**config.mk**
```make
export PLATFORM = sky130hd
export DESIGN_NAME = sector_loader
export DESIGN_NICKNAME = d
export VERILOG_FILES = /design/src/rtl/cd_pkg.sv /design/src/rtl/sector_loader.sv
export SDC_FILE = /design/constraint.sdc
export NUM_CORES = 1
export LEC_CHECK = 0
export ABC_CLOCK_PERIOD_IN_PS = 2700
export BUFFER_PORTS_ARGS = -buffer_cell sky130_fd_sc_hd__buf_4
export CAP_MARGIN = 10
export CELL_PAD_IN_SITES_DETAIL_PLACEMENT = 1
export CELL_PAD_IN_SITES_GLOBAL_PLACEMENT = 1
export CORE_UTILIZATION = 32
export DETAILED_ROUTE_END_ITERATION = 7
export PLACE_DENSITY = 0.88
export SETUP_SLACK_MARGIN = 0.4
export SLEW_MARGIN = 0
export SYNTH_ARGS = -nofsm -noshare
export SYNTH_HDL_FRONTEND = slang
export SYNTH_SLANG_ARGS = --single-unit
```
**constraint.sdc**
```tcl
create_clock -name clk_sys -period 2.7 [get_ports clk_sys]
set_clock_uncertainty 0.05 [all_clocks]
set_input_delay 0.54 -clock clk_sys [delete_from_list [all_inputs] [get_ports clk_sys]]
set_output_delay 0.54 -clock clk_sys [all_outputs]
set_load 0.005 [all_outputs]
```
**src/rtl/cd_pkg.sv**
```systemverilog
/*
 * CD sector path shared definitions
 * Host word writes, sector header, DMA command and memory write formats
 */
package cd_pkg;

	// ==================================================
	// Host sector layout
	// ==================================================
	localparam logic [10:0] HEADER_WORD0 = 11'd6;	// Header bytes 0-1
	localparam logic [10:0] HEADER_WORD1 = 11'd7;	// Header bytes 2-3

	typedef logic [7:0] byte_t;
	typedef logic [15:0] word_t;
	typedef logic [23:0] mem_addr_t;

	typedef struct packed {
		logic wr;			// One cycle strobe
		logic [10:0] addr;	// Word address
		word_t data;
	} host_write_t;

	typedef struct packed {
		byte_t b3;
		byte_t b2;
		byte_t b1;
		byte_t b0;
	} sector_header_t;

	// ==================================================
	// DMA and memory port
	// ==================================================
	typedef enum logic [1:0] {
		DMA_CD_WORD,	// Cache words to memory
		DMA_CD_BYTE,	// Cache bytes to odd bytes
		DMA_FILL		// Constant word fill
	} dma_mode_e;

	typedef struct packed {
		dma_mode_e mode;
		mem_addr_t addr;
		word_t value;
		logic [23:0] count;	// In words
	} dma_cmd_t;

	typedef struct packed {
		logic wr;
		mem_addr_t addr;
		word_t data;
	} mem_write_t;

	typedef enum logic [1:0] {SPEED_1X, SPEED_2X, SPEED_3X, SPEED_4X} speed_e;

endpackage
```
**src/rtl/sector_loader.sv**
```systemverilog
/*
 * Sector loader
 * Takes host word writes, captures the four header bytes and
 * splits each payload word into two cache byte writes
 */
module sector_loader #(
	parameter int SECTOR_BYTES = 2048
) (
	input logic clk_sys,
	input logic nRESET,
	input cd_pkg::host_write_t host_wr,
	input logic data_wr_ready,
	input logic load_bank,
	output logic byte_wr,
	output logic byte_bank,
	output logic [$clog2(SECTOR_BYTES)-1:0] byte_addr,
	output cd_pkg::byte_t byte_data,
	output logic hdr_wr,
	output logic hdr_half,
	output logic hdr_bank,
	output cd_pkg::word_t hdr_word,
	output logic sector_done
);
	localparam int AW = $clog2(SECTOR_BYTES);

	typedef enum logic [2:0] {IDLE, HEADER_HI, PAYLOAD, SECOND_BYTE, DONE} state_e;

	state_e state;
	logic bank;				// Bank being filled
	logic [AW-1:0] byte_cnt;
	cd_pkg::byte_t hi_byte;	// Odd byte waiting for its cycle
	logic hdr0_hit;
	logic hdr1_hit;

	assign hdr0_hit = host_wr.wr & data_wr_ready & (state == IDLE) &
	                  (host_wr.addr == cd_pkg::HEADER_WORD0);
	assign hdr1_hit = host_wr.wr & (state == HEADER_HI) &
	                  (host_wr.addr == cd_pkg::HEADER_WORD1);

	// Header goes straight to the cache registers
	assign hdr_wr = hdr0_hit | hdr1_hit;
	assign hdr_half = (state == HEADER_HI);
	assign hdr_bank = (state == IDLE) ? load_bank : bank;
	assign hdr_word = host_wr.data;

	// Even byte in the write cycle, odd byte one cycle later
	assign byte_wr = ((state == PAYLOAD) & host_wr.wr) | (state == SECOND_BYTE);
	assign byte_bank = bank;
	assign byte_addr = byte_cnt;
	assign byte_data = (state == SECOND_BYTE) ? hi_byte : host_wr.data[7:0];

	assign sector_done = (state == DONE);

	always_ff @(posedge clk_sys)
	begin
		if (!nRESET)
		begin
			state <= IDLE;
			bank <= 1'b0;
			byte_cnt <= '0;
		end
		else
		begin
			case (state)
				IDLE:
				if (hdr0_hit)
				begin
					bank <= load_bank;	// Free bank at sector start
					state <= HEADER_HI;
				end

				HEADER_HI:
				if (hdr1_hit)
				begin
					byte_cnt <= '0;
					state <= PAYLOAD;
				end

				PAYLOAD:
				if (host_wr.wr)
				begin
					// Address of payload writes is don't care
					hi_byte <= host_wr.data[15:8];
					byte_cnt <= byte_cnt + 1'b1;
					state <= SECOND_BYTE;
				end

				SECOND_BYTE:
				begin
					if (byte_cnt == AW'(SECTOR_BYTES - 1))
						state <= DONE;
					else
					begin
						byte_cnt <= byte_cnt + 1'b1;
						state <= PAYLOAD;
					end
				end

				DONE: state <= IDLE;	// One cycle done pulse

				default: state <= IDLE;
			endcase
		end
	end

	a_no_idle_write: assert property (@(posedge clk_sys) disable iff (!nRESET)
		byte_wr |-> state != IDLE);

endmodule

```
==> reports/metrics.cfg <==
[worst_setup_path]
path_max_fanout=9
required_ns=2.11
cp-start-kind=register
path_class=register to primary output
slowest_delay_ns=0.45
path_cells=and2b_1 -> nand2_4 -> mux2_2 -> buf_4
critPathSlowestCell=dfxtp_1
cp_data_arrival_time_ns=1.61
cp-end-kind=primary output

[final_layout]
final-seq-area_um2=541
nNetsFinal=229
layout-drive-gt1-share_pct=49.2
final_cells=245
num_antenna_cells=0
layout_commonest_cell=buf_4
syn_to_final_growth_pct=37.7
utilization_pct=46.9
layout_common_cells=74 x buf_4, 15 x dfxtp_1, 11 x nand2_1, 9 x mux2_2, 8 x edfxtp_1
fillCellCount=480
postLayoutCellArea_um2=1930
multi_input_area_um2=721

[synthesis]
ys_seq_elements=23
yosys.area.top_type_share_pct=21.4
syn_avg_cell_area_um2=10.2
syn-num-nets=171
netlist_instances=138
synth_area_um2=1400
synth.area.top_cells=dfxtp_1 21%, edfxtp_1 17%, buf_4 8.6%, mux2_2 7.2%, nand2_1 3.2%
ys.flop_type=dfxtp_1
yosysTopAreaCell=dfxtp_1
yosysSeqAreaShare_pct=38.5
synth_edf_count=8
async_flop_share_pct=0
ys_types=49
ys.warnings.count=0

[clocking]
cts_sinks=23
htreeDepth=1
clkLatencyLatePin_ns=0.27
root_buffer=clkbuf_8
cts_buffer_depth=2
cts_tree=built
clk_pin_slew_worst_paths_ns=0.08
cts_setup_buffers=0
cts_buffers=3

[timing]
fmaxAchievable_ghz=0.455
fin_ws_ns=0.501
hold_viol_final=0
finalCritPeriodShare_pct=81.4
period_needed_ns=2.20
slew_viol_final=0
relSlewSlack_pct=72.7
rsz0062_at_grt=no
finalSetupViolations=0
worst_hold_slack_ns=0.408
worst_pin_slew_ns=0.407
setup_tns_ns=0

[detailed_routing]
vias_per_cell=5.30
antenna_left=0
dr.first_iter.drc_count=38
vias=1299
wl_per_cell_um=14.9
drtPass1Iterations=4
drc=0
routed_wl_um=3640

[die]
die-height_um=68.2
fp-row-count=23
die_area_um2=4650
die_w_um=68.2
ios=73
initial_core_util_pct=34.1
core_um2=4120

[place]
dp.cells=241
port-buffer-count=72
place_ws_ns=0.551
dp_hpwl_um=2820
place_congestion=0.698
dpl_cell_area_um2=1870

[power]
leakagePower_nw=0.894
vdd_drop_max_mv=0.199
cellPowerDensity_nw_per_um2=343
total_power_mw=0.662

[grt]
grt_max_degree=19
grt_pass1_vias=1220
grt_pass1_wl_um=5660
overflow=0
grtUsageTotal_pct=16.4
antenna_found_initial=0

[run]
cap_violations=0

[worst_hold_path]
hp-class=input pin to register

[run_status]
outcome=finished clean

==> logic make-up (layout without fill, tap and decap cells) <==
family | count (synthesis) | after routing | synth area share (%)
and+or+nand+nor | 52 | 52 | 24.7
AOI/OAI and AO/OA | 29 | 29 | 16.8
DFF | 23 | 23 | 38.5
buffers and inverters | 23 | 80 | 11.2
muxes | 10 | 10 | 7.94
adders and majority gates | 1 | 1 | 0.892
==> cells in the mapped netlist, types with 2 or more instances <==
library cell and n:
buf_4 16, dfxtp_1 15, nand2_1 12, mux2_2 9, edfxtp_1 8, nor3_1 6, and3_1 4, o211a_1 4
nand3_1 3, nor3b_1 3, o21a_1 3, o21ai_0 3, o221a_1 3, or3_1 3, a21oi_1 2, buf_2 2
clkbuf_1 2, inv_1 2, nand2b_1 2, nand4_1 2, nand4_2 2, nor2_1 2, nor4_1 2, o211ai_1 2
o31a_1 2
==> power breakdown <==
group | switching, mW | total (mW) | internal (mW)
clock | 0.111 | 0.216 | 0.105
sequential | 0.0000109 | 0.357 | 0.357
combinational | 0.0299 | 0.0887 | 0.0588
total | 0.141 | 0.662 | 0.522
==> area by class of cell <==
| cell class | instances | share of cell area, % |
|---|---|---|
| repair buffers | 74 | 28.8 |
| inverters | 2 | 0.389 |
| clock buffers | 4 | 2.33 |
| multi-input cells | 92 | 37.3 |
| well taps | 50 | 3.24 |
| flip-flops and latches | 23 | 28.0 |
==> registers in the layout, indices dropped and copies added, names as in the netlist <==
signal     cells
byte_addr     11
hi_byte        8
state          3
byte_bank      1
==> timing repair <==
item	4_1_cts	5_1_grt
hold buffers	0	0
gates resized for setup	1	2
setup endpoints to repair	8	4
==> routing by layer <==
layer / share of wire, % / global-route usage (%) / wire (um) / vias to the layer above
met5: 0 / 0 / 0 / -
met4: 1.9 / 7.29 / 68 / 0
met3: 5.7 / 1.67 / 209 / 5
met2: 50 / 29.3 / 1810 / 49
met1: 43 / 19.6 / 1550 / 615
li1: - / - / - / 630
==> worst paths after layout <==
check	slack, ns	to	start	depth (start not counted)
worst max-delay path	0.50	byte_data[1]	state[2]	4
worst min-delay path	0.41	hi_byte[4]	host_wr[12]	1
worst max register to register	0.85	byte_addr[7]	state[0]	4
worst min register to register	0.45	byte_addr[1]	byte_addr[1]	2
==> worst max-delay path: cells and delay by family, from the launching register on <==
family | cells | cell delay (ns)
DFF | 1 | 0.45
and+or+nand+nor | 2 | 0.41
muxes | 1 | 0.36
buffers and inverters | 1 | 0.14
(Power assumes the default switching activity.)
