$ cat config.mk
export PLATFORM = sky130hd
export DESIGN_NAME = cache_dma
export DESIGN_NICKNAME = d
export VERILOG_FILES = /design/src/rtl/cd_pkg.sv /design/src/rtl/cache_dma.sv
export SDC_FILE = /design/constraint.sdc
export NUM_CORES = 1
export LEC_CHECK = 0
export BUFFER_PORTS_ARGS = -buffer_cell sky130_fd_sc_hd__buf_2
export CORE_ASPECT_RATIO = 0.9
export CORE_UTILIZATION = 40
export CTS_CLUSTER_DIAMETER = 40
export DETAILED_ROUTE_END_ITERATION = 16
export GPL_TIMING_DRIVEN = 0
export MAX_ROUTING_LAYER = met4
export PLACE_DENSITY = 0.66
export SKIP_CTS_REPAIR_TIMING = 1
export SLEW_MARGIN = 5
export SYNTH_ARGS = -nofsm -noshare
export SYNTH_HDL_FRONTEND = slang
export SYNTH_SLANG_ARGS = --single-unit
$ cat constraint.sdc
create_clock -name clk_sys -period 4.13 [get_ports clk_sys]
set_input_delay 0 -clock clk_sys [delete_from_list [all_inputs] [get_ports clk_sys]]
set_output_delay 0 -clock clk_sys [all_outputs]
set_load 0.01 [all_outputs]
$ cat src/rtl/cd_pkg.sv
/*
 * CD sector path shared definitions
 * Host word writes, sector header, DMA command and memory write formats
 */
package cd_pkg;

	// ==================================================
	// Host sector layout
	// ==================================================
	localparam logic [10:0] HEADER_WORD0 = 11'd6;	// Header bytes 0-1
	localparam logic [10:0] HEADER_WORD1 = 11'd7;	// Header bytes 2-3

	typedef logic [7:0] byte_t;
	typedef logic [15:0] word_t;
	typedef logic [23:0] mem_addr_t;

	typedef struct packed {
		logic wr;			// One cycle strobe
		logic [10:0] addr;	// Word address
		word_t data;
	} host_write_t;

	typedef struct packed {
		byte_t b3;
		byte_t b2;
		byte_t b1;
		byte_t b0;
	} sector_header_t;

	// ==================================================
	// DMA and memory port
	// ==================================================
	typedef enum logic [1:0] {
		DMA_CD_WORD,	// Cache words to memory
		DMA_CD_BYTE,	// Cache bytes to odd bytes
		DMA_FILL		// Constant word fill
	} dma_mode_e;

	typedef struct packed {
		dma_mode_e mode;
		mem_addr_t addr;
		word_t value;
		logic [23:0] count;	// In words
	} dma_cmd_t;

	typedef struct packed {
		logic wr;
		mem_addr_t addr;
		word_t data;
	} mem_write_t;

	typedef enum logic [1:0] {SPEED_1X, SPEED_2X, SPEED_3X, SPEED_4X} speed_e;

endpackage
$ cat src/rtl/cache_dma.sv
/*
 * Cache DMA
 * Copies the read bank as words or odd bytes to the memory write
 * port, or fills memory with a constant word
 */
module cache_dma #(
	parameter int SECTOR_BYTES = 2048
) (
	input logic clk_sys,
	input logic nRESET,
	input cd_pkg::dma_cmd_t dma_cmd,
	input logic dma_start,
	input cd_pkg::byte_t rd_data,
	input logic mem_busy,
	output logic [$clog2(SECTOR_BYTES)-1:0] rd_addr,
	output logic dma_running,
	output cd_pkg::mem_write_t mem_wr
);
	typedef enum logic [2:0] {
		IDLE,
		START,			// Loop base, picks next step
		CACHE_RD_HI,
		CACHE_RD_LO,
		WR,
		WR_WAIT,
		NEXT			// One word done
	} state_e;

	state_e state;
	cd_pkg::dma_mode_e mode;
	cd_pkg::word_t fill_value;
	cd_pkg::word_t rd_word;		// Word assembled from cache
	logic [23:0] words_left;
	logic [1:0] io_cnt;			// Step inside one word

	always_ff @(posedge clk_sys)
	begin
		if (!nRESET)
		begin
			state <= IDLE;
			dma_running <= 1'b0;
			mem_wr.wr <= 1'b0;
			io_cnt <= 2'd0;
			words_left <= '0;
		end
		else
		begin
			case (state)
				IDLE:
				if (dma_start)
				begin
					mode <= dma_cmd.mode;
					fill_value <= dma_cmd.value;
					words_left <= dma_cmd.count;
					mem_wr.addr <= dma_cmd.addr;
					rd_addr <= '0;			// Always from byte 0
					io_cnt <= 2'd0;
					dma_running <= 1'b1;
					state <= START;
				end

				START:
				begin
					if (words_left == 24'd0)
					begin
						dma_running <= 1'b0;
						state <= IDLE;
					end
					else
					begin
						case (mode)
							cd_pkg::DMA_CD_WORD:
							case (io_cnt)
								2'd0:
								begin
									rd_addr <= rd_addr + 1'b1;	// Odd byte in flight next
									state <= CACHE_RD_HI;
								end
								2'd1:
								begin
									mem_wr.data <= rd_word;
									state <= WR;
								end
								default: state <= NEXT;
							endcase

							cd_pkg::DMA_CD_BYTE:
							case (io_cnt)
								2'd0:
								begin
									rd_addr <= rd_addr + 1'b1;
									state <= CACHE_RD_HI;
								end
								2'd1:
								begin
									mem_wr.data <= {rd_word[7:0], rd_word[15:8]};	// Swapped first
									state <= WR;
								end
								2'd2:
								begin
									mem_wr.data <= rd_word;
									state <= WR;
								end
								default: state <= NEXT;
							endcase

							cd_pkg::DMA_FILL:
							if (io_cnt == 2'd0)
							begin
								mem_wr.data <= fill_value;
								state <= WR;
							end
							else
								state <= NEXT;

							default: state <= NEXT;
						endcase
					end
				end

				CACHE_RD_HI:
				begin
					rd_word[15:8] <= rd_data;	// Even byte
					state <= CACHE_RD_LO;
				end

				CACHE_RD_LO:
				begin
					rd_word[7:0] <= rd_data;	// Odd byte
					rd_addr <= rd_addr + 1'b1;	// Next even byte
					io_cnt <= io_cnt + 1'b1;
					state <= START;
				end

				WR:
				begin
					mem_wr.wr <= 1'b1;
					state <= WR_WAIT;
				end

				WR_WAIT:
				if (!mem_busy)
				begin
					// Write accepted this cycle
					mem_wr.wr <= 1'b0;
					mem_wr.addr <= mem_wr.addr + 24'd2;
					io_cnt <= io_cnt + 1'b1;
					state <= START;
				end

				NEXT:
				begin
					words_left <= words_left - 1'b1;
					io_cnt <= 2'd0;
					state <= START;
				end

				default: state <= IDLE;
			endcase
		end
	end

	a_wr_only_running: assert property (@(posedge clk_sys) disable iff (!nRESET)
		mem_wr.wr |-> dma_running);

endmodule

==> impl_metrics.yaml, run 1 <==
run_status:
  status: "finished, violations left"
  violations: "negative hold slack"
grt:
  grt_pass1_vias: 4603
  grt_start_max_net_pins: 17
  antenna_found_initial: 1
  overflow: 0
  globalRouteTotalUtil_pct: 20.8
  grt_first_pass_wirelength_um: 23000
worst_setup_path:
  reg2reg_from: "mode[0]"
  r2r_setup_slack_ns: 1.33
  start_kind: "register"
  arrival_ns: 2.84
  r2r-end: "mem_wr[15]"
  end_kind: "register"
  crit_path_max_fanout: 16
  worst_ep_required_time_ns: 4.17
  worstSetupPathType: "register to register"
  reg2reg_depth: 6
final_layout:
  nets: 854
  syn_to_final_growth_pct: 37.7
  fillCellCount: 1228
  final_cells: 973
  drive_above_1_share_pct: 23.0
hold_path:
  min_from: "dma_cmd[19]"
  min_to: "words_left[19]"
  whs_path_depth: 4
  hold_path_class: "input port to register"
floorplan:
  core_sq_um: 14100
  die_area_sq_um: 15000
  die_w_um: 129
  io_pins: 131
  rows: 41
  initial_utilization_pct: 41.2
  die_h_um: 116
pwr:
  swShare_pct: 28.3
  p_sw_uw: 928
  p_leak_nw: 3.13
  p_seq_share_pct: 42.8
  ir_drop_uv: 299
  powerDensity_nw_per_um2: 410
  pwr-share-comb_pct: 16.0
  clkPwrFrac_pct: 41.2
  intPower_mw: 2.35
yosys:
  synth_common_cells: "edfxtp_1 (85), nand2_1 (54), o21ai_0 (36)"
  ys_ff_latch: 116
  syn-cell-area_sq_um: 5810
  syn_nets: 632
  synth_top_cell_by_area: "edfxtp_1"
  ys_types: 60
  async_reset_ff_share_pct: 0
  post-synth-top-count-cell: "edfxtp_1"
  synth_edf_count: 85
  synthFlopType: "edfxtp_1"
  synthCells: 544
  synth_top_area_share_pct: 44.0
  yosysWarnings: 0
  seq_area_frac_synth_pct: 54.6
  synth.area.top_cells: "edfxtp_1 (44%), dfxtp_1 (11%), xor2_1 (3.8%)"
  syn_avg_cell_area_sq_um: 10.7
clocking:
  clock_path_buffers: 2
  cts_made_buffers: 17
  h-tree-depth: 4
  cts_tree: "yes"
  clk_pin_slew_ns: 0.06
  cts-root-buf: "clkbuf_16"
  cts_sinks: 116
  clk_latency_ns: 0.42
routing:
  via_count: 5164
  vias_per_cell: 5.31
  drt_first_pass_iters: 5
  drt-total-wl_um: 15200
  drtIter0Drc: 271
  drc_errors: 0
  wl_per_cell_um: 15.7
  ant_nets: 0
timing:
  holdWs_ns: -0.0127
  period_minus_slack_ns: 2.80
  tns_ns: 0
  slew_viol_final: 0
  fin_skew_ns: 0.0115
  slew_headroom_pct: 38.3
  fin_crit_sh_pct: 67.7
  fmax_mhz: 358
  finalSetupViolCount: 0
  setup_ws_ns: 1.33
  hold_violations: 2
  grt_setup_unrepaired: "no"
  worst_pin_slew_ns: 0.918
run:
  maxCapViolCount: 0
place:
  dpl.cell_count: 869
  portBuffers: 129
  hpwl_um: 10400
  gp_congestion: 0.829
  dp_slack_ns: 0.900
-- stage by stage --
stage | hold slack (ns) | cell area (sq um) | power, mW | utilization, %
finish | -0.0127 | 8000 | 3.28 | 56.7
floorplan | 0.0989 | 5810 | 1.72 | -
global route | 0.00283 | 8000 | 3.42 | 56.7
CTS | -0.266 | 7280 | 3.25 | 51.6
global placement | 0.178 | 6690 | 1.87 | 47.5
detailed placement | 0.178 | 6740 | 1.89 | 47.7
-- cell type report --
class                   instances  area, sq um  share of cell area [%]
diodes                          1         2.50                  0.0313
flip-flops and latches        116         3170                    39.7
inverters                      11         41.3                   0.516
repair buffers                203         1390                    17.4
plain buffers                  28          105                    1.31
clock inverters                15          121                    1.52
well taps                     193          241                    3.02
multi-input cells             389         2500                    31.2
clock buffers                  17          425                    5.32
-- cell families (layout without fill, tap and decap cells) --
logic type / Yosys count / after routing / synth area share, %
other cells: 0 / 1 / 0
fa+ha+maj: 10 / 10 / 2.15
buf+inv: 39 / 274 / 2.52
flops: 116 / 116 / 54.6
xor+xnor: 34 / 34 / 5.13
mux: 6 / 6 / 1.14
compound gates: 127 / 127 / 15.1
simple gates: 212 / 212 / 19.3
-- sequential cells by signal (all words and copies together), names as in the netlist --
register / count
mem_wr: 41
state: 3
rd_addr: 11
io_cnt: 2
rd_word: 16
mode: 2
words_left: 24
fill_value: 16
dma_running: 1
-- power groups by stage --
stage	Sequential, mW	Combinational [mW]	Clock, mW
floorplan	1.43	0.289	0
global placement	1.42	0.445	0
detailed placement	1.43	0.464	0
CTS	1.40	0.469	1.38
global route	1.41	0.578	1.43
finish	1.40	0.524	1.35
-- how the worst max path moves through the flow --
stage	startpoint	to	slack (ns)	cells past startpoint
3_5_place_dp	mode[0]	mem_wr[14]	0.90	6
4_1_cts	mode[0]	mem_wr[15]	0.89	6
6_report	mode[0]	mem_wr[15]	1.33	6
2_1_floorplan	state[0]	mem_wr[17]	1.14	4
3_3_place_gp	state[0]	mem_wr[28]	0.14	4
5_1_grt	mode[1]	mem_wr[7]	1.12	7
-- layer usage --
metal | GRT usage, % | vias to the layer above | part of all wire, %
met5 | - | - | 0
met4 | 7.06 | 0 | 1.4
met3 | 5.96 | 23 | 7.2
met2 | 32.7 | 202 | 47
met1 | 25.7 | 2439 | 44
li1 | - | 2500 | -
-- cells in the final DEF, fill, tap and decap left out, types with 4 or more instances in the layout --
master / n
o21ai_0: 36
nand3_1: 23
clkbuf_1: 25
clkinv_4: 4
or3_1: 7
buf_2: 129
dlygate4sd3_1: 71
nor3_1: 15
inv_6: 7
mux2_2: 5
and3_1: 15
nand4_1: 10
a21oi_1: 22
dfxtp_1: 31
edfxtp_1: 85
nor2b_1: 20
o31a_1: 4
a22o_1: 17
clkbuf_16: 17
inv_1: 10
a221o_1: 15
xor2_1: 25
nand2_1: 54
xnor2_1: 9
ha_1: 10
nor2_1: 32
a31oi_1: 6
and2_1: 6
-- worst max-delay path: stages, from the launching register on --
cell       delay, ns
edfxtp_1        0.42
ha_1            0.22
clkbuf_1        0.24
nor2b_1         0.21
a2111oi_0       0.47
nand3_1         0.17
nor2_2          0.69
(Power assumes the default switching activity.)
==> inputs of run 2 (changes only) <==
--- a/config.mk
+++ b/config.mk
@@ -12,7 +12,7 @@
 export DETAILED_ROUTE_END_ITERATION = 16
 export GPL_TIMING_DRIVEN = 0
 export MAX_ROUTING_LAYER = met4
-export PLACE_DENSITY = 0.66
+export PLACE_DENSITY = 0.68
 export SKIP_CTS_REPAIR_TIMING = 1
 export SLEW_MARGIN = 5
 export SYNTH_ARGS = -nofsm -noshare
==> constraint.sdc (replaced) <==
create_clock -name clk_sys -period 2.4 [get_ports clk_sys]
set_input_delay 0 -clock clk_sys [delete_from_list [all_inputs] [get_ports clk_sys]]
set_output_delay 0 -clock clk_sys [all_outputs]
set_load 0.01 [all_outputs]
==> run 2 against run 1 <==
The run still ends with negative hold slack left. Combinational power grew 78%. Worst hold slack got worse by 0.048 ns. Setup slack got worse by 1.3 ns. Power rose by 84%. Clock power up 99%. Non-clock buffer count rose by 3. Die area is the same. Critical path type unchanged. Highest routed layer unchanged.
==> impl_metrics.yaml, run 2 (synthesis results as in run 1) <==
floorplan:
  die_w_um: 129
  io_pins: 131
  die_area_sq_um: 15000
  core_sq_um: 14100
  die_h_um: 116
  rows: 41
  initial_utilization_pct: 41.2
worst_setup_path:
  end_kind: "register"
  start_kind: "register"
  arrival_ns: 2.48
  worstSetupPathType: "register to register"
  r2r-end: "rd_addr[9]"
  reg2reg_depth: 7
  endpoint: "rd_addr[9]"
  reg2reg_from: "words_left[0]"
  worst_ep_required_time_ns: 2.56
  critical_path.startpoint: "words_left[0]"
  crit_path_max_fanout: 11
  r2r_setup_slack_ns: 0.08
clocking:
  cts_tree: "yes"
  h-tree-depth: 4
  clk_latency_ns: 0.42
  cts-root-buf: "clkbuf_16"
  cts_sinks: 116
  cts_made_buffers: 17
  clock_path_buffers: 2
  clk_pin_slew_ns: 0.06
final_layout:
  final_cells: 975
  nets: 857
  mostFrequentLayoutCells: "buf_2 (129), edfxtp_1 (85), dlygate4sd3_1 (71)"
  syn_to_final_growth_pct: 40.6
  drive_above_1_share_pct: 24.3
  max_flop_register: "mem_wr"
  largest_reg_flops: 41
  reg_top3: "mem_wr (41), words_left (24)"
  final_common_cell: "buf_2"
  diodes: 0
  fin_util_pct: 57.9
place:
  portBuffers: 129
  gp_congestion: 0.841
  dp_slack_ns: -0.481
  hpwl_um: 10200
  dpl.cell_count: 868
routing:
  drc_errors: 0
  via_count: 5163
  drtIter0Drc: 484
  drt-total-wl_um: 15300
  drt_first_pass_iters: 4
  vias_per_cell: 5.30
  wl_per_cell_um: 15.7
  ant_nets: 0
timing:
  period_minus_slack_ns: 2.32
  setup_ws_ns: 0.0768
  slew_headroom_pct: 37.1
  slew_viol_final: 0
  fin_skew_ns: 0.00975
  fmax_mhz: 430
  hold_violations: 3
  finalSetupViolCount: 0
  worst_pin_slew_ns: 0.936
  fin_crit_sh_pct: 96.8
  holdWs_ns: -0.0606
pwr:
  powerDensity_nw_per_um2: 739
  fin_total_pwr_mw: 6.03
  ir_drop_uv: 514
  p_leak_nw: 3.19
hold_path:
  hold_path_class: "input port to register"
  min_from: "mem_busy"
  whs_path_depth: 3
grt:
  antenna_found_initial: 0
  globalRouteTotalUtil_pct: 20.7
  grt_first_pass_wirelength_um: 22800
  grt_pass1_vias: 4564
  overflow: 0
  grt_start_max_net_pins: 17
run_status:
  violations: "negative hold slack"
  status: "finished, violations left"
run:
  maxCapViolCount: 0
==> run 2: cell types whose count changed in the layout (fill, tap and decap cells not counted), moves of 2 or more <==
| cell | before | now |
|---|---|---|
| buf_6 | 3 | 0 |
| buf_8 | 0 | 2 |
| nor2_4 | 0 | 2 |
| buf_4 | 0 | 4 |
| clkbuf_1 | 25 | 21 |
| nor2_2 | 2 | 0 |
| clkbuf_2 | 0 | 4 |
| bufinv_16 | 0 | 4 |
| inv_6 | 7 | 2 |
==> run 2: worst min path at each step <==
stage	to
2_1_floorplan	fill_value[0]
3_3_place_gp	fill_value[6]
3_5_place_dp	fill_value[8]
4_1_cts	fill_value[11]
5_1_grt	words_left[9]
6_report	mem_wr[40]
==> run 2: final cells by class <==
class                   count  area [sq um]
well taps                 193           241
inverters                  11          41.3
fillers                  1142          5940
plain buffers              27           106
multi-input cells         389          2530
clock buffers              17           425
clock inverters            15           205
flip-flops and latches    116          3170
repair buffers            207          1440
==> run 2: worst max-delay path, stage by stage (launching register included) <==
cell,delay (ns)
dfxtp_1,0.33
inv_1,0.07
ha_1,0.17
or4b_4,0.51
or2_4,0.28
nor4_4,0.34
o31ai_1,0.14
o211a_4,0.23
==> run 2: layer usage <==
layer,vias to the layer above,wire length [um],global-route usage [%]
li1,2506,-,-
met1,2472,6830,26.0
met2,176,7400,32.3
met3,9,983,5.68
met4,0,129,7.29
met5,-,0,-
==> run 2: power breakdown <==
| group | leakage [nW] | switching (mW) | internal [mW] |
|---|---|---|---|
| Combinational | 1.85 | 0.507 | 0.424 |
| Clock | 0.301 | 0.947 | 1.74 |
| Sequential | 1.04 | 0.109 | 2.31 |
| Total | 3.19 | 1.56 | 4.47 |
==> run 2: metrics by stage <==
stage          setup TNS (ns)  cell area [sq um]
2_1_floorplan               0               5810
3_3_place_gp           -32.10               6700
3_5_place_dp            -9.67               6740
4_1_cts                 -9.88               7370
5_1_grt             -0.000498               8160
6_report                    0               8160
==> inputs of run 3 (changes only) <==
--- a/config.mk
+++ b/config.mk
@@ -5,6 +5,7 @@
 export SDC_FILE = /design/constraint.sdc
 export NUM_CORES = 1
 export LEC_CHECK = 0
+export ABC_AREA = 1
 export BUFFER_PORTS_ARGS = -buffer_cell sky130_fd_sc_hd__buf_2
 export CORE_ASPECT_RATIO = 0.9
 export CORE_UTILIZATION = 40
==> run 3 against run 2 <==
The run still ends with negative hold slack left. Clock skew increased by 0.00053 ns. Die area up 7.1%. Design area grew 3.7%. Setup slack better by 0.16 ns. Sequential cell count stayed put.
==> impl_metrics.yaml, run 3 <==
floorplan:
  initial_utilization_pct: 41.6
  die_area_sq_um: 16100
  core_sq_um: 15000
  rows: 42
  die_h_um: 120
  die_w_um: 134
  io_pins: 131
grt:
  grt.met2_usage_pct: 34.7
  antenna_found_initial: 0
  grt_start_max_net_pins: 17
  grt_pass1_vias: 5362
  overflow: 0
  grt_first_pass_wirelength_um: 26200
  globalRouteTotalUtil_pct: 21.7
  use_met3_pct: 5.07
  busiest_layer: "met2"
  grt.met1_usage_pct: 27.3
clocking:
  cts_sinks: 116
  cts_tree: "yes"
  h-tree-depth: 4
  cts_made_buffers: 17
  clock_path_buffers: 2
  clk_latency_ns: 0.42
  cts-root-buf: "clkbuf_16"
  clk_pin_slew_ns: 0.06
pwr:
  p_seq_share_pct: 37.0
  pwr-share-comb_pct: 33.4
  fin_total_pwr_mw: 8.24
  p_sw_mw: 3.06
  swShare_pct: 37.1
  p_leak_nw: 3.61
  powerDensity_nw_per_um2: 974
  ir_drop_uv: 531
  clkPwrFrac_pct: 29.6
  intPower_mw: 5.19
yosys:
  synth.area.top_cells: "edfxtp_1 (41%), nand2_1 (13%), dfxtp_1 (10%)"
  synth_top_cell_by_area: "edfxtp_1"
  syn_avg_cell_area_sq_um: 8.34
  synth_top_area_share_pct: 41.0
  yosysWarnings: 0
  synthFlopType: "edfxtp_1"
  syn-cell-area_sq_um: 6230
  synth_common_cells: "nand2_1 (211), edfxtp_1 (85), inv_1 (75)"
  async_reset_ff_share_pct: 0
  syn_nets: 835
  ys_ff_latch: 116
  post-synth-top-count-cell: "nand2_1"
  synth_edf_count: 85
  seq_area_frac_synth_pct: 51.0
  synthCells: 747
  ys_types: 48
routing:
  wl_per_cell_um: 14.1
  drt-total-wl_um: 16700
  drt_first_pass_iters: 5
  vias_per_cell: 4.93
  drtIter0Drc: 365
  ant_nets: 0
  drc_errors: 0
  via_count: 5824
worst_setup_path:
  crit_buf_inv: 4
  crit_path_max_fanout: 16
  path_cells: "inv_1, ha_1, clkbuf_1, inv_1, o22ai_1, nor3_1, nand4_1, clkinvlp_4"
  critical_path.most_common_cell: "inv_1"
  critPathSlowestCell: "edfxtp_1"
  arrival_ns: 2.22
  worstSetupPathType: "register to register"
  end_kind: "register"
  start_kind: "register"
  cpPeakStageDelay_ns: 0.41
  cp_top_family: "buffers and inverters"
  worst_ep_required_time_ns: 2.46
timing:
  grt_setup_unrepaired: "no"
  holdWs_ns: -0.0648
  fmax_mhz: 463
  slew_viol_final: 0
  worst_pin_slew_ns: 0.794
  slew_headroom_pct: 46.9
  finalSetupViolCount: 0
  tns_ns: 0
  fin_crit_sh_pct: 89.9
  fin_skew_ns: 0.0103
  period_minus_slack_ns: 2.16
  hold_violations: 3
run:
  maxCapViolCount: 0
final_layout:
  largest_reg_flops: 41
  drive_above_1_share_pct: 21.9
  final_cells: 1181
  reg_top3: "mem_wr (41), words_left (24)"
  finalInstanceArea_sq_um: 8460
  final_common_cell: "nand2_1"
  syn_to_final_growth_pct: 35.9
  nets: 1058
  diodes: 0
  max_flop_register: "mem_wr"
  mostFrequentLayoutCells: "nand2_1 (211), buf_2 (139), edfxtp_1 (85)"
run_status:
  status: "finished, violations left"
  violations: "negative hold slack"
hold_path:
  hold_path_class: "input port to register"
place:
  hpwl_um: 11600
  portBuffers: 130
  post_dp_cell_area_sq_um: 7160
  dpl.cell_count: 1077
  gp_congestion: 0.916
## run 3: cell families after synthesis
kind of cell / after synthesis / synth area share, %
flip-flops: 116 / 51.0
XOR/XNOR: 16 / 2.25
buffers and inverters: 106 / 6.95
AO/OA/AOI/OAI: 112 / 10.2
adder cells (fa/ha/maj): 10 / 2.01
AND/OR/NAND/NOR: 387 / 27.6
## run 3: worst min-delay path: stages
cell	delay, ns
buf_2	0.08
nand2_1	0.05
o21ai_0	0.06
a21oi_1	0.04
nor2_1	0.07
## run 3: final timing paths
| check | from | end | slack [ns] | cells past startpoint |
|---|---|---|---|---|
| worst min register to register | mem_wr[40] | mem_wr[40] | 0.49 | 2 |
| worst max-delay path | mode[0] | mem_wr[7] | 0.24 | 8 |
| worst max register to register | mode[0] | mem_wr[7] | 0.24 | 8 |
| worst min-delay path | dma_cmd[8] | words_left[8] | -0.06 | 5 |
## run 3: final cells by class
cell class	instances	area (sq um)
fill	1333	6510
sequential	116	3170
multi-input combinational	525	2640
timing repair buffer	204	1400
clock buffer	18	429
inverter	85	328
tap	198	248
clock inverter	14	138
buffer	21	109
## run 3: power groups by stage
stage          Sequential [mW]  Clock (mW)  Combinational, mW
3_3_place_gp              3.08           0               2.55
6_report                  3.05        2.44               2.75
5_1_grt                   3.11        2.56               3.13
4_1_cts                   3.05        2.46               2.64
3_5_place_dp              3.08           0               2.62
2_1_floorplan             3.10           0               1.76
## run 3: through the flow
stage | hold slack, ns | util, % | setup slack [ns]
floorplan | 0.0989 | - | 0.0584
global placement | 0.177 | 47.6 | -0.530
detailed placement | 0.179 | 47.8 | 0.0336
CTS | -0.253 | 51.6 | 0.0128
global route | 0.0105 | 56.5 | 0.0646
finish | -0.0648 | 56.5 | 0.241
## run 3: routing by layer
layer,vias up,part of all wire (%)
met5,-,0
met2,196,48
met4,0,1.6
met1,2654,45
met3,28,5.8
li1,2946,-
